[src/msx_io_params.svh]
`ifndef MSX_IO_PARAMS_SVH
`define MSX_IO_PARAMS_SVH

// PSG ports A0 address latch, A1 data write, A2 data read
`define MSX_PSG_BASE 8'hA0

// PPI ports A8 port A, A9 port B, AA port C, AB control
`define MSX_PPI_BASE 8'hA8

// Keyboard matrix rows, 8 keys per row
`define MSX_KB_ROWS 11

// Tone period width of one PSG channel
`define MSX_TONE_W 12

`endif

[src/msx_bus_pkg.sv]
package msx_bus_pkg;

   // Device selected by an I/O port address
   typedef enum logic [1:0] {
      DEV_NONE = 2'd0,
      DEV_PPI  = 2'd1,
      DEV_PSG  = 2'd2
   } io_dev_t;

   // Z80 I/O port address, low byte only
   typedef logic [7:0] io_addr_t;

   // Data byte on the CPU bus
   typedef logic [7:0] io_data_t;

   // Register offset inside a device window
   typedef logic [1:0] io_ofs_t;

endpackage

[src/msx_audio_pkg.sv]
package msx_audio_pkg;

   // Unsigned PSG mix level, three channels of up to 240 each
   typedef logic [9:0] psg_level_t;

   // PSG level plus key beep and cassette contributions
   typedef logic [10:0] mix_level_t;

   // Signed sum before the clamp
   typedef logic signed [16:0] mix_sum_t;

   // Final signed audio sample
   typedef logic signed [15:0] sample_t;

endpackage

[src/msx_io_decoder.sv]
`timescale 1ns/1ns

`include "msx_io_params.svh"

module msx_io_decoder (
   input  logic                  clk21m,
   input  logic                  exwait_n,
   input  logic                  io_req_i,
   input  logic                  io_wr_i,
   input  msx_bus_pkg::io_addr_t io_addr_i,
   input  msx_bus_pkg::io_data_t io_wdata_i,
   output logic                  io_ack_o,
   output msx_bus_pkg::io_data_t io_rdata_o,
   output logic                  ppi_stb_o,
   output logic                  psg_stb_o,
   output msx_bus_pkg::io_ofs_t  dev_ofs_o,
   output logic                  dev_wr_o,
   output msx_bus_pkg::io_data_t dev_wdata_o,
   input  msx_bus_pkg::io_data_t ppi_rdata_i,
   input  msx_bus_pkg::io_data_t psg_rdata_i
);
   import msx_bus_pkg::*;

   localparam io_addr_t ppi_base = `MSX_PPI_BASE;
   localparam io_addr_t psg_base = `MSX_PSG_BASE;

   io_dev_t  dev_sel;
   io_dev_t  dev_q;
   io_data_t rd_mux;
   logic     busy_q;
   logic     start;

   // PPI owns all four ports, PSG only the first three
   always_comb begin
      dev_sel = DEV_NONE;
      if (io_addr_i[7:2] == ppi_base[7:2]) begin
         dev_sel = DEV_PPI;
      end else if (io_addr_i[7:2] == psg_base[7:2] && io_addr_i[1:0] != 2'b11) begin
         dev_sel = DEV_PSG;
      end
   end

   // New request only from idle, never while ack is still up
   assign start = io_req_i & ~busy_q & ~io_ack_o;

   always_ff @(posedge clk21m or negedge exwait_n) begin
      if (!exwait_n) begin
         busy_q    <= 1'b0;
         io_ack_o  <= 1'b0;
         ppi_stb_o <= 1'b0;
         psg_stb_o <= 1'b0;
      end else begin
         ppi_stb_o <= start && (dev_sel == DEV_PPI);
         psg_stb_o <= start && (dev_sel == DEV_PSG);
         if (start) begin
            busy_q <= 1'b1;
         end else if (busy_q) begin
            // Device has taken the strobe, acknowledge now
            busy_q   <= 1'b0;
            io_ack_o <= 1'b1;
         end else if (io_ack_o && !io_req_i) begin
            io_ack_o <= 1'b0;
         end
      end
   end

   // Unmapped reads float high like an open Z80 bus
   always_comb begin
      case (dev_q)
         DEV_PPI: rd_mux = ppi_rdata_i;
         DEV_PSG: rd_mux = psg_rdata_i;
         default: rd_mux = 8'hFF;
      endcase
   end

   always_ff @(posedge clk21m) begin
      if (start) begin
         dev_q       <= dev_sel;
         dev_ofs_o   <= io_addr_i[1:0];
         dev_wr_o    <= io_wr_i;
         dev_wdata_o <= io_wdata_i;
      end
      // Capture read data in the strobe cycle
      if (busy_q && !dev_wr_o) begin
         io_rdata_o <= rd_mux;
      end
   end

endmodule

[src/msx_ppi.sv]
`timescale 1ns/1ns

`include "msx_io_params.svh"

module msx_ppi (
   input  logic                             clk21m,
   input  logic                             exwait_n,
   input  logic                             stb_i,
   input  msx_bus_pkg::io_ofs_t             ofs_i,
   input  logic                             wr_i,
   input  msx_bus_pkg::io_data_t            wdata_i,
   output msx_bus_pkg::io_data_t            rdata_o,
   input  logic [`MSX_KB_ROWS*8-1:0]        kb_matrix_i,
   input  logic [15:0]                      mem_addr_i,
   output logic [1:0]                       slot_o,
   output logic                             keybeep_o,
   output logic                             cas_motor_o
);
   import msx_bus_pkg::*;

   localparam int kb_rows = `MSX_KB_ROWS;

   io_data_t   port_a_q;
   io_data_t   port_c_q;
   io_data_t   row_data;
   logic       map_valid_q;
   logic [3:0] row;

   always_ff @(posedge clk21m or negedge exwait_n) begin
      if (!exwait_n) begin
         port_a_q    <= 8'h00;
         port_c_q    <= 8'h00;
         map_valid_q <= 1'b0;
      end else if (stb_i && wr_i) begin
         case (ofs_i)
            2'd0: begin
               port_a_q    <= wdata_i;
               map_valid_q <= 1'b1;
            end
            2'd2: port_c_q <= wdata_i;
            2'd3: begin
               // Bit set/reset of port C, mode words are not supported
               if (!wdata_i[7]) begin
                  port_c_q[wdata_i[3:1]] <= wdata_i[0];
               end
            end
            // Port B is the keyboard input, writes are dropped
            default: ;
         endcase
      end
   end

   // Keyboard row selected by the low nibble of port C
   assign row = port_c_q[3:0];

   always_comb begin
      row_data = 8'hFF;
      for (int r = 0; r < kb_rows; r++) begin
         if (row == r) begin
            row_data = kb_matrix_i[r*8 +: 8];
         end
      end
   end

   always_comb begin
      case (ofs_i)
         2'd0:    rdata_o = port_a_q;
         2'd1:    rdata_o = row_data;
         2'd2:    rdata_o = port_c_q;
         default: rdata_o = 8'hFF;
      endcase
   end

   // Primary slot of the current 16K page
   always_comb begin
      if (!map_valid_q) begin
         slot_o = 2'b00;
      end else begin
         case (mem_addr_i[15:14])
            2'b00:   slot_o = port_a_q[1:0];
            2'b01:   slot_o = port_a_q[3:2];
            2'b10:   slot_o = port_a_q[5:4];
            default: slot_o = port_a_q[7:6];
         endcase
      end
   end

   assign keybeep_o   = port_c_q[7];
   assign cas_motor_o = port_c_q[4];

endmodule

[src/msx_psg.sv]
`timescale 1ns/1ns

`include "msx_io_params.svh"

module msx_psg (
   input  logic                      clk21m,
   input  logic                      exwait_n,
   input  logic                      ce_3m58_i,
   input  logic                      stb_i,
   input  msx_bus_pkg::io_ofs_t      ofs_i,
   input  logic                      wr_i,
   input  msx_bus_pkg::io_data_t     wdata_i,
   output msx_bus_pkg::io_data_t     rdata_o,
   output msx_audio_pkg::psg_level_t level_o
);
   import msx_bus_pkg::*;
   import msx_audio_pkg::*;

   localparam int tone_w = `MSX_TONE_W;

   logic [3:0]        idx_q;
   io_data_t          regs_q [16];
   logic [15:0]       raw_period [3];
   logic [tone_w-1:0] limit [3];
   logic [tone_w-1:0] cnt_q [3];
   logic [2:0]        tone_q;
   logic [2:0]        chan_on;
   psg_level_t        chan_lvl [3];

   // Address latch on A0, data write on A1
   always_ff @(posedge clk21m or negedge exwait_n) begin
      if (!exwait_n) begin
         idx_q <= 4'd0;
         for (int i = 0; i < 16; i++) begin
            regs_q[i] <= 8'h00;
         end
      end else if (stb_i && wr_i) begin
         if (ofs_i == 2'd0) begin
            idx_q <= wdata_i[3:0];
         end else if (ofs_i == 2'd1) begin
            regs_q[idx_q] <= wdata_i;
         end
      end
   end

   // Only A2 has read data
   assign rdata_o = (ofs_i == 2'd2) ? regs_q[idx_q] : 8'hFF;

   for (genvar ch = 0; ch < 3; ch++) begin : g_tone
      // Fine and coarse tune registers of the channel
      assign raw_period[ch] = {regs_q[2*ch+1], regs_q[2*ch]};

      // A zero period behaves as one
      assign limit[ch] = (raw_period[ch][tone_w-1:0] == '0) ?
                         tone_w'(1) : raw_period[ch][tone_w-1:0];

      always_ff @(posedge clk21m or negedge exwait_n) begin
         if (!exwait_n) begin
            cnt_q[ch]  <= '0;
            tone_q[ch] <= 1'b1;
         end else if (ce_3m58_i) begin
            if (cnt_q[ch] >= limit[ch] - 1'b1) begin
               cnt_q[ch]  <= '0;
               tone_q[ch] <= ~tone_q[ch];
            end else begin
               cnt_q[ch] <= cnt_q[ch] + 1'b1;
            end
         end
      end

      // Mixer register bit set means the tone is off and the output stays high
      assign chan_on[ch] = tone_q[ch] | regs_q[7][ch];

      // Volume times 16 while high
      assign chan_lvl[ch] = chan_on[ch] ? psg_level_t'({regs_q[8+ch][3:0], 4'b0000}) :
                                          psg_level_t'(0);
   end

   assign level_o = chan_lvl[0] + chan_lvl[1] + chan_lvl[2];

endmodule

[src/msx_audio_mix.sv]
`timescale 1ns/1ns

module msx_audio_mix (
   input  logic                      clk21m,
   input  logic                      exwait_n,
   input  msx_audio_pkg::psg_level_t psg_level_i,
   input  logic                      keybeep_i,
   input  logic                      cas_motor_i,
   input  logic                      cas_audio_i,
   input  msx_audio_pkg::sample_t    cart_sound_i,
   output msx_audio_pkg::sample_t    audio_o
);
   import msx_audio_pkg::*;

   mix_level_t lvl_sum;
   mix_sum_t   mix;
   sample_t    clamp;

   // Cassette input is only heard while the motor is off
   assign lvl_sum = {1'b0, psg_level_i}
                  + (keybeep_i ? 11'd512 : 11'd0)
                  + ((cas_audio_i && !cas_motor_i) ? 11'd256 : 11'd0);

   // Level scaled by 16 plus the sign-extended cartridge sample
   assign mix = {2'b00, lvl_sum, 4'b0000} + {cart_sound_i[15], cart_sound_i};

   always_comb begin
      if (mix > 17'sd32767) begin
         clamp = 16'sh7FFF;
      end else if (mix < -17'sd32768) begin
         clamp = 16'sh8000;
      end else begin
         clamp = mix[15:0];
      end
   end

   always_ff @(posedge clk21m or negedge exwait_n) begin
      if (!exwait_n) begin
         audio_o <= '0;
      end else begin
         audio_o <= clamp;
      end
   end

endmodule

[src/msx_io_top.sv]
`timescale 1ns/1ns

`include "msx_io_params.svh"

module msx_io_top (
   input  logic                      clk21m,
   input  logic                      exwait_n,
   input  logic                      ce_3m58_i,
   input  logic                      io_req_i,
   input  logic                      io_wr_i,
   input  msx_bus_pkg::io_addr_t     io_addr_i,
   input  msx_bus_pkg::io_data_t     io_wdata_i,
   output logic                      io_ack_o,
   output msx_bus_pkg::io_data_t     io_rdata_o,
   input  logic [15:0]               mem_addr_i,
   input  logic [`MSX_KB_ROWS*8-1:0] kb_matrix_i,
   input  logic                      cas_audio_i,
   input  msx_audio_pkg::sample_t    cart_sound_i,
   output logic [1:0]                slot_o,
   output logic                      cas_motor_o,
   output msx_audio_pkg::sample_t    audio_o
);
   import msx_bus_pkg::*;
   import msx_audio_pkg::*;

   logic       ppi_stb;
   logic       psg_stb;
   logic       dev_wr;
   logic       keybeep;
   io_ofs_t    dev_ofs;
   io_data_t   dev_wdata;
   io_data_t   ppi_rdata;
   io_data_t   psg_rdata;
   psg_level_t psg_level;

   msx_io_decoder u_decoder (
      .clk21m      (clk21m),
      .exwait_n    (exwait_n),
      .io_req_i    (io_req_i),
      .io_wr_i     (io_wr_i),
      .io_addr_i   (io_addr_i),
      .io_wdata_i  (io_wdata_i),
      .io_ack_o    (io_ack_o),
      .io_rdata_o  (io_rdata_o),
      .ppi_stb_o   (ppi_stb),
      .psg_stb_o   (psg_stb),
      .dev_ofs_o   (dev_ofs),
      .dev_wr_o    (dev_wr),
      .dev_wdata_o (dev_wdata),
      .ppi_rdata_i (ppi_rdata),
      .psg_rdata_i (psg_rdata)
   );

   msx_ppi u_ppi (
      .clk21m      (clk21m),
      .exwait_n    (exwait_n),
      .stb_i       (ppi_stb),
      .ofs_i       (dev_ofs),
      .wr_i        (dev_wr),
      .wdata_i     (dev_wdata),
      .rdata_o     (ppi_rdata),
      .kb_matrix_i (kb_matrix_i),
      .mem_addr_i  (mem_addr_i),
      .slot_o      (slot_o),
      .keybeep_o   (keybeep),
      .cas_motor_o (cas_motor_o)
   );

   msx_psg u_psg (
      .clk21m    (clk21m),
      .exwait_n  (exwait_n),
      .ce_3m58_i (ce_3m58_i),
      .stb_i     (psg_stb),
      .ofs_i     (dev_ofs),
      .wr_i      (dev_wr),
      .wdata_i   (dev_wdata),
      .rdata_o   (psg_rdata),
      .level_o   (psg_level)
   );

   msx_audio_mix u_mix (
      .clk21m       (clk21m),
      .exwait_n     (exwait_n),
      .psg_level_i  (psg_level),
      .keybeep_i    (keybeep),
      .cas_motor_i  (cas_motor_o),
      .cas_audio_i  (cas_audio_i),
      .cart_sound_i (cart_sound_i),
      .audio_o      (audio_o)
   );

endmodule

[config.mk]
export PLATFORM = sky130hd
export DESIGN_NAME = msx_io_top
export DESIGN_NICKNAME = d
export VERILOG_FILES = /design/src/msx_bus_pkg.sv /design/src/msx_audio_pkg.sv /design/src/msx_io_decoder.sv /design/src/msx_ppi.sv /design/src/msx_psg.sv /design/src/msx_audio_mix.sv /design/src/msx_io_top.sv
export VERILOG_INCLUDE_DIRS = /design/src /design/src/src
export SDC_FILE = /design/constraint.sdc
export NUM_CORES = 1
export LEC_CHECK = 0
export BUFFER_PORTS_ARGS = -buffer_cell sky130_fd_sc_hd__clkbuf_2
export CAP_MARGIN = 15
export CORE_MARGIN = 2
export CORE_UTILIZATION = 50
export CTS_CLUSTER_SIZE = 25
export DETAILED_ROUTE_END_ITERATION = 12
export HOLD_SLACK_MARGIN = 0.08
export PLACE_DENSITY = 0.78
export SYNTH_ARGS = -nofsm -noshare
export SYNTH_HDL_FRONTEND = slang
export SYNTH_SLANG_ARGS = --single-unit
[constraint.sdc]
create_clock -name clk21m -period 11.9 [get_ports clk21m]
set_input_delay 2.38 -clock clk21m [delete_from_list [all_inputs] [get_ports clk21m]]
set_output_delay 2.38 -clock clk21m [all_outputs]
set_load 0.05 [all_outputs]
Word level (Yosys, flattened, before mapping) --
Index checks and enable logic that the tools add are counted.
Storage, ports and cells: output and inout port bits 28, logic and storage cells 166, bits of input ports 142, register bits after elaboration 229
Operators by class: bitwise gates (word level) 13, add/sub/neg operators 11, $lt $le $gt $ge 9, equality and inequality tests 23, mux-type cells 45, reductions and logical operators 29
Operator list (number):
- $mux 8 | 19
- $bwmux 128 | 1
- $mux 12 | 6
- $add 12x1->12 const B | 3
- $ge 12x12->1 | 3
- $logic_not 12->1 | 3
- $sub 12x1->12 const B | 3
- $bmux 8 s4 | 1
- $demux 8 s4 | 1
- $mux 16 | 2
- $pmux 8 s2 | 2
- $pmux 8 s3 | 1
- $add 10x10->10 | 2
- $add 16x16->17 | 1
- $gt 17x16->1 const B | 1
- $lt 17x16->1 const B | 1
- $eq 4x3->1 const B | 4
- $eq 4x4->1 const B | 3
- $eq 6x6->1 const B | 2
- $reduce_and 2->1 | 6
- $add 10x11->11 | 1
- $add 11x11->11 | 1
- $eq 2x2->1 const B | 5
- $logic_and 1x1->1 | 10
- other kinds (24) | 48

Longest topological paths before layout --
word-level depth 14, depth in mapped cells 18, gate-level depth less buffers 17

By module --
From an unflattened synthesis, not the netlist that was laid out.
Second synthesis, totals: cell total of the unflattened synthesis 1215, area total of the unflattened synthesis 13823.3 µm²
Modules (own cells, without submodules):
- msx_psg | cells each 766, sequential area each 4282.9 µm², instances 1, area each 9549.2 µm²
- msx_ppi | cells each 287, sequential area each 425.4 µm², instances 1, area each 2147.1 µm²
- msx_audio_mix | cells each 111, sequential area each 400.4 µm², instances 1, area each 1174.9 µm²
- msx_io_decoder | cells each 51, sequential area each 730.7 µm², instances 1, area each 952.2 µm²

Worst setup path after synthesis --
OpenSTA, ideal clock, no wires.
path type in2out, start in mem_addr_i[14], end out slot_o[1], stages 2, required time 9.520 ns, data arrival time 3.165 ns, path buffers 0, slack 6.355 ns, cell sequence mux4_2 > and2_1
Between the ends: cells in the longest elaborated chain, start to end 3, elaborated cells between the ends (all ways) 5, those cells by class eq/ne: 2; mux: 2; reduce/logical: 1
RTL lines:
- from (decl) | line msx_io_top.sv:15 | input logic [15:0] mem_addr_i,
- $eq 2x2->1, or another cell as far along | line msx_ppi.sv:79 | case (mem_addr_i[15:14])
- $pmux 2 s3 (*) | line msx_ppi.sv:79
- $mux 2 (*) | line msx_ppi.sv:76 | if (!map_valid_q) begin
- to (decl) | line msx_io_top.sv:19 | output logic [1:0] slot_o,
Mark *: on every way between the ends. The rest lies on a longest branch, timed or not.

Final worst setup path --
Same ends and word-level chain as after synthesis.

==> run_results.csv <==
group,metric,value,unit
status,status,"finished, final reports clean",
drt,viasPerCell,5.98,
global_route,grt_pass1_wl,52000,um
cells_and_area,fillers,2149,
synth,syn_area_per_cell,11.1,um2
cells_and_area,area_growth,14.2,%
timing,final_hold_viol_count,0,
setup_path,worst_setup_path_start_kind,"input pin",
pwr,power_density,123,mW/mm2
setup_path,crit_path_end_kind,"output port",
place,globalplace.congestion,0.902,
timing,max_freq,173,MHz
timing,slew_headroom,0.254,
place,hpwl,22800,um
clocking,cts_max_level,1,
drt,wl,32200,um
synth,syn_inst,1201,
global_route,grt_pass1_vias,10000,
pwr,leakagePower,7.07,nW
clocking,clock-sinks,229,
cells_and_area,num_antenna_cells,0,
pwr,max-vdd-ir-drop,0.110,mV
floorplanning,initial_core_util,0.510,
setup_path,worstPathArrival,3.40,ns
setup_path,worst_r2r_path_depth,16,
drt,drc_errors,0,
global_route,grt_usage,0.228,
cells_and_area,finalNetCount,1535,
clocking,clkTransAtPathRegs,0.06,ns
setup_path,critPathKind,"input pin to output port",
hold_path,min_from,"u_psg.regs_q[34]",
synth,synth_area,0.0133,mm2
timing,period_share,0.486,
drt,vias,10100,
hold_path,min_to,"u_psg.regs_q[34]",
floorplanning,top_level_ports,170,
place,port_buffers,155,
floorplanning,die_y,167,um
hold_path,hp-class,"flop to flop",
clocking,cts_buffers,25,
synth,ys_ff_latch,229,
clocking,post-cts-setup-buffers,0,
floorplanning,rows,59,
hold_path,holdPathStages,2,
synth,yosys_warnings,0,
floorplanning,coreArea,0.0261,mm2
clocking,cts.repair.resized,0,
synth,yosys_most_used_dff,"dfrtp_1",
global_route,grt_max_degree,76,
drt,drt_iter0_drc,797,
timing,hold_slack,0.482,ns
setup_path,cp_max_fo,2,
synth,yosysUniqueCellTypes,68,
setup_path,r2r-start,"u_psg.tone_q[2]",
clocking,ctsHoldBuffers,0,
global_route,overflow,0,
timing,worst_pin_slew,1.12,ns
drt,routedWlPerCell,19.1,um
clocking,ctsRootBufferMaster,"clkbuf_16",
floorplanning,die_width,167,um
cells_and_area,layout-drive-gt1-share,0.304,
setup_path,ff2ff_setup_slack,7.03,ns
drt,ant_nets,0,
flow_run,cap_violations,0,
timing,setup_viol,0,
synth,synth_fp_nets,1405,
synth,synth-edff-count,21,
timing,fin_skew,0.0121,ns
floorplanning,dieArea,0.0279,mm2
setup_path,reg2reg_to,"u_mix.audio_o[0]",
timing,fin_tns_setup,0,ns
timing,min_period,5.78,ns
global_route,antenna_found_initial,0,
timing,rsz0062_at_grt,"no",
timing,slew_viol_final,0,
clocking,insertion_delay,0.53,ns
synth,synthArstFlopShare,0.908,
setup_path,required,9.52,ns
clocking,cts.path.max_buffers,3,
clocking,cts_tree,"built",
cells_and_area,final_cell_mix,"204 x dfrtp_1, 154 x clkbuf_2, 138 x mux2_2",
drt,firstDrtPassIters,6,
cells_and_area,final_common_cell,"dfrtp_1",
synth,synth-seq-area-share,0.439,
[per-layer routing]
layer	share of wire	track usage	vias to the layer above
met1	0.43	0.326	4992
met4	0.023	0.0641	0
met2	0.47	0.362	363
li1	-	-	4662
met5	0	0	-
met3	0.068	0.0397	55
[worst max-delay path: stages]
cell      delay [ns]
clkbuf_2        0.12
mux4_2          0.48
and2_1          0.18
clkbuf_2        0.23
[power breakdown]
part | leakage [nW] | internal, mW | switching (mW)
clock | 0.434 | 0.486 | 0.318
combinational | 3.60 | 0.0740 | 0.125
sequential | 3.03 | 0.820 | 0.0377
total | 7.07 | 1.38 | 0.481
[worst max-delay path by stage]
stage,from,to,slack (ns),cells past startpoint
after detailed placement,mem_addr_i[14],slot_o[0],6.10,4
after global placement,mem_addr_i[14],slot_o[0],6.11,4
final,mem_addr_i[14],slot_o[1],6.12,4
after floorplan,mem_addr_i[14],slot_o[1],6.35,2
after global routing,mem_addr_i[14],slot_o[0],6.07,4
after CTS,mem_addr_i[14],slot_o[1],6.11,4
[state kept, by name, summed over array words and instances (netlist names), 4 cells and up]
| name | count |
|---|---|
| u_psg.idx_q | 4 |
| u_ppi.port_c_q | 8 |
| u_psg.cnt_q | 36 |
| u_ppi.port_a_q | 8 |
| u_psg.raw_period | 48 |
| u_mix.audio_o | 16 |
| u_decoder.dev_wdata_o | 8 |
| u_decoder.io_rdata_o | 8 |
| u_psg.regs_q | 80 |
[cell families after synthesis]
group / Yosys count / synth area share
AOI/OAI and AO/OA: 241 / 0.116
xor gates and xnor gates: 53 / 0.0349
adders and majority gates: 62 / 0.0623
buffers and inverters: 92 / 0.0279
DFF: 229 / 0.439
muxes: 189 / 0.190
and+or+nand+nor: 335 / 0.129
[layout make-up]
type	instances	area, um2	share of cell area
tap	335	419	0.0276
multi-input combinational	880	7090	0.467
sequential	229	5840	0.385
clock buffer	36	757	0.0499
timing repair buffer	163	845	0.0556
inverter	32	120	0.00791
clock inverter	10	113	0.00742
[synth_stat cells, drive strengths merged (22+ instances only)]
master  count  area [um2]
nor2       88         368
inv        31         116
nor3       23         136
clkbuf     45         170
a21oi      44         220
mux2      138        1550
mux4       37         833
nand2      80         300
nand3      22         115
o21ai      79         395
nor2b      26         170
xnor2      32         280
ha         55         688
nand2b     26         163
dfrtp     205        5130
[metrics by stage]
stage / utilization / instance area [um2] / power [mW] / cells / worst slack [ns]
after floorplan: - / 13300 / 0.985 / 1201 / 6.35
after global placement: 0.549 / 14300 / 1.06 / 1639 / 6.11
after detailed placement: 0.549 / 14300 / 1.07 / 1639 / 6.10
after CTS: 0.583 / 15200 / 1.87 / 1685 / 6.11
after global routing: 0.583 / 15200 / 1.93 / 1685 / 6.07
final: 0.583 / 15200 / 1.86 / 1685 / 6.12
Power figures use the tool's default switching activity.
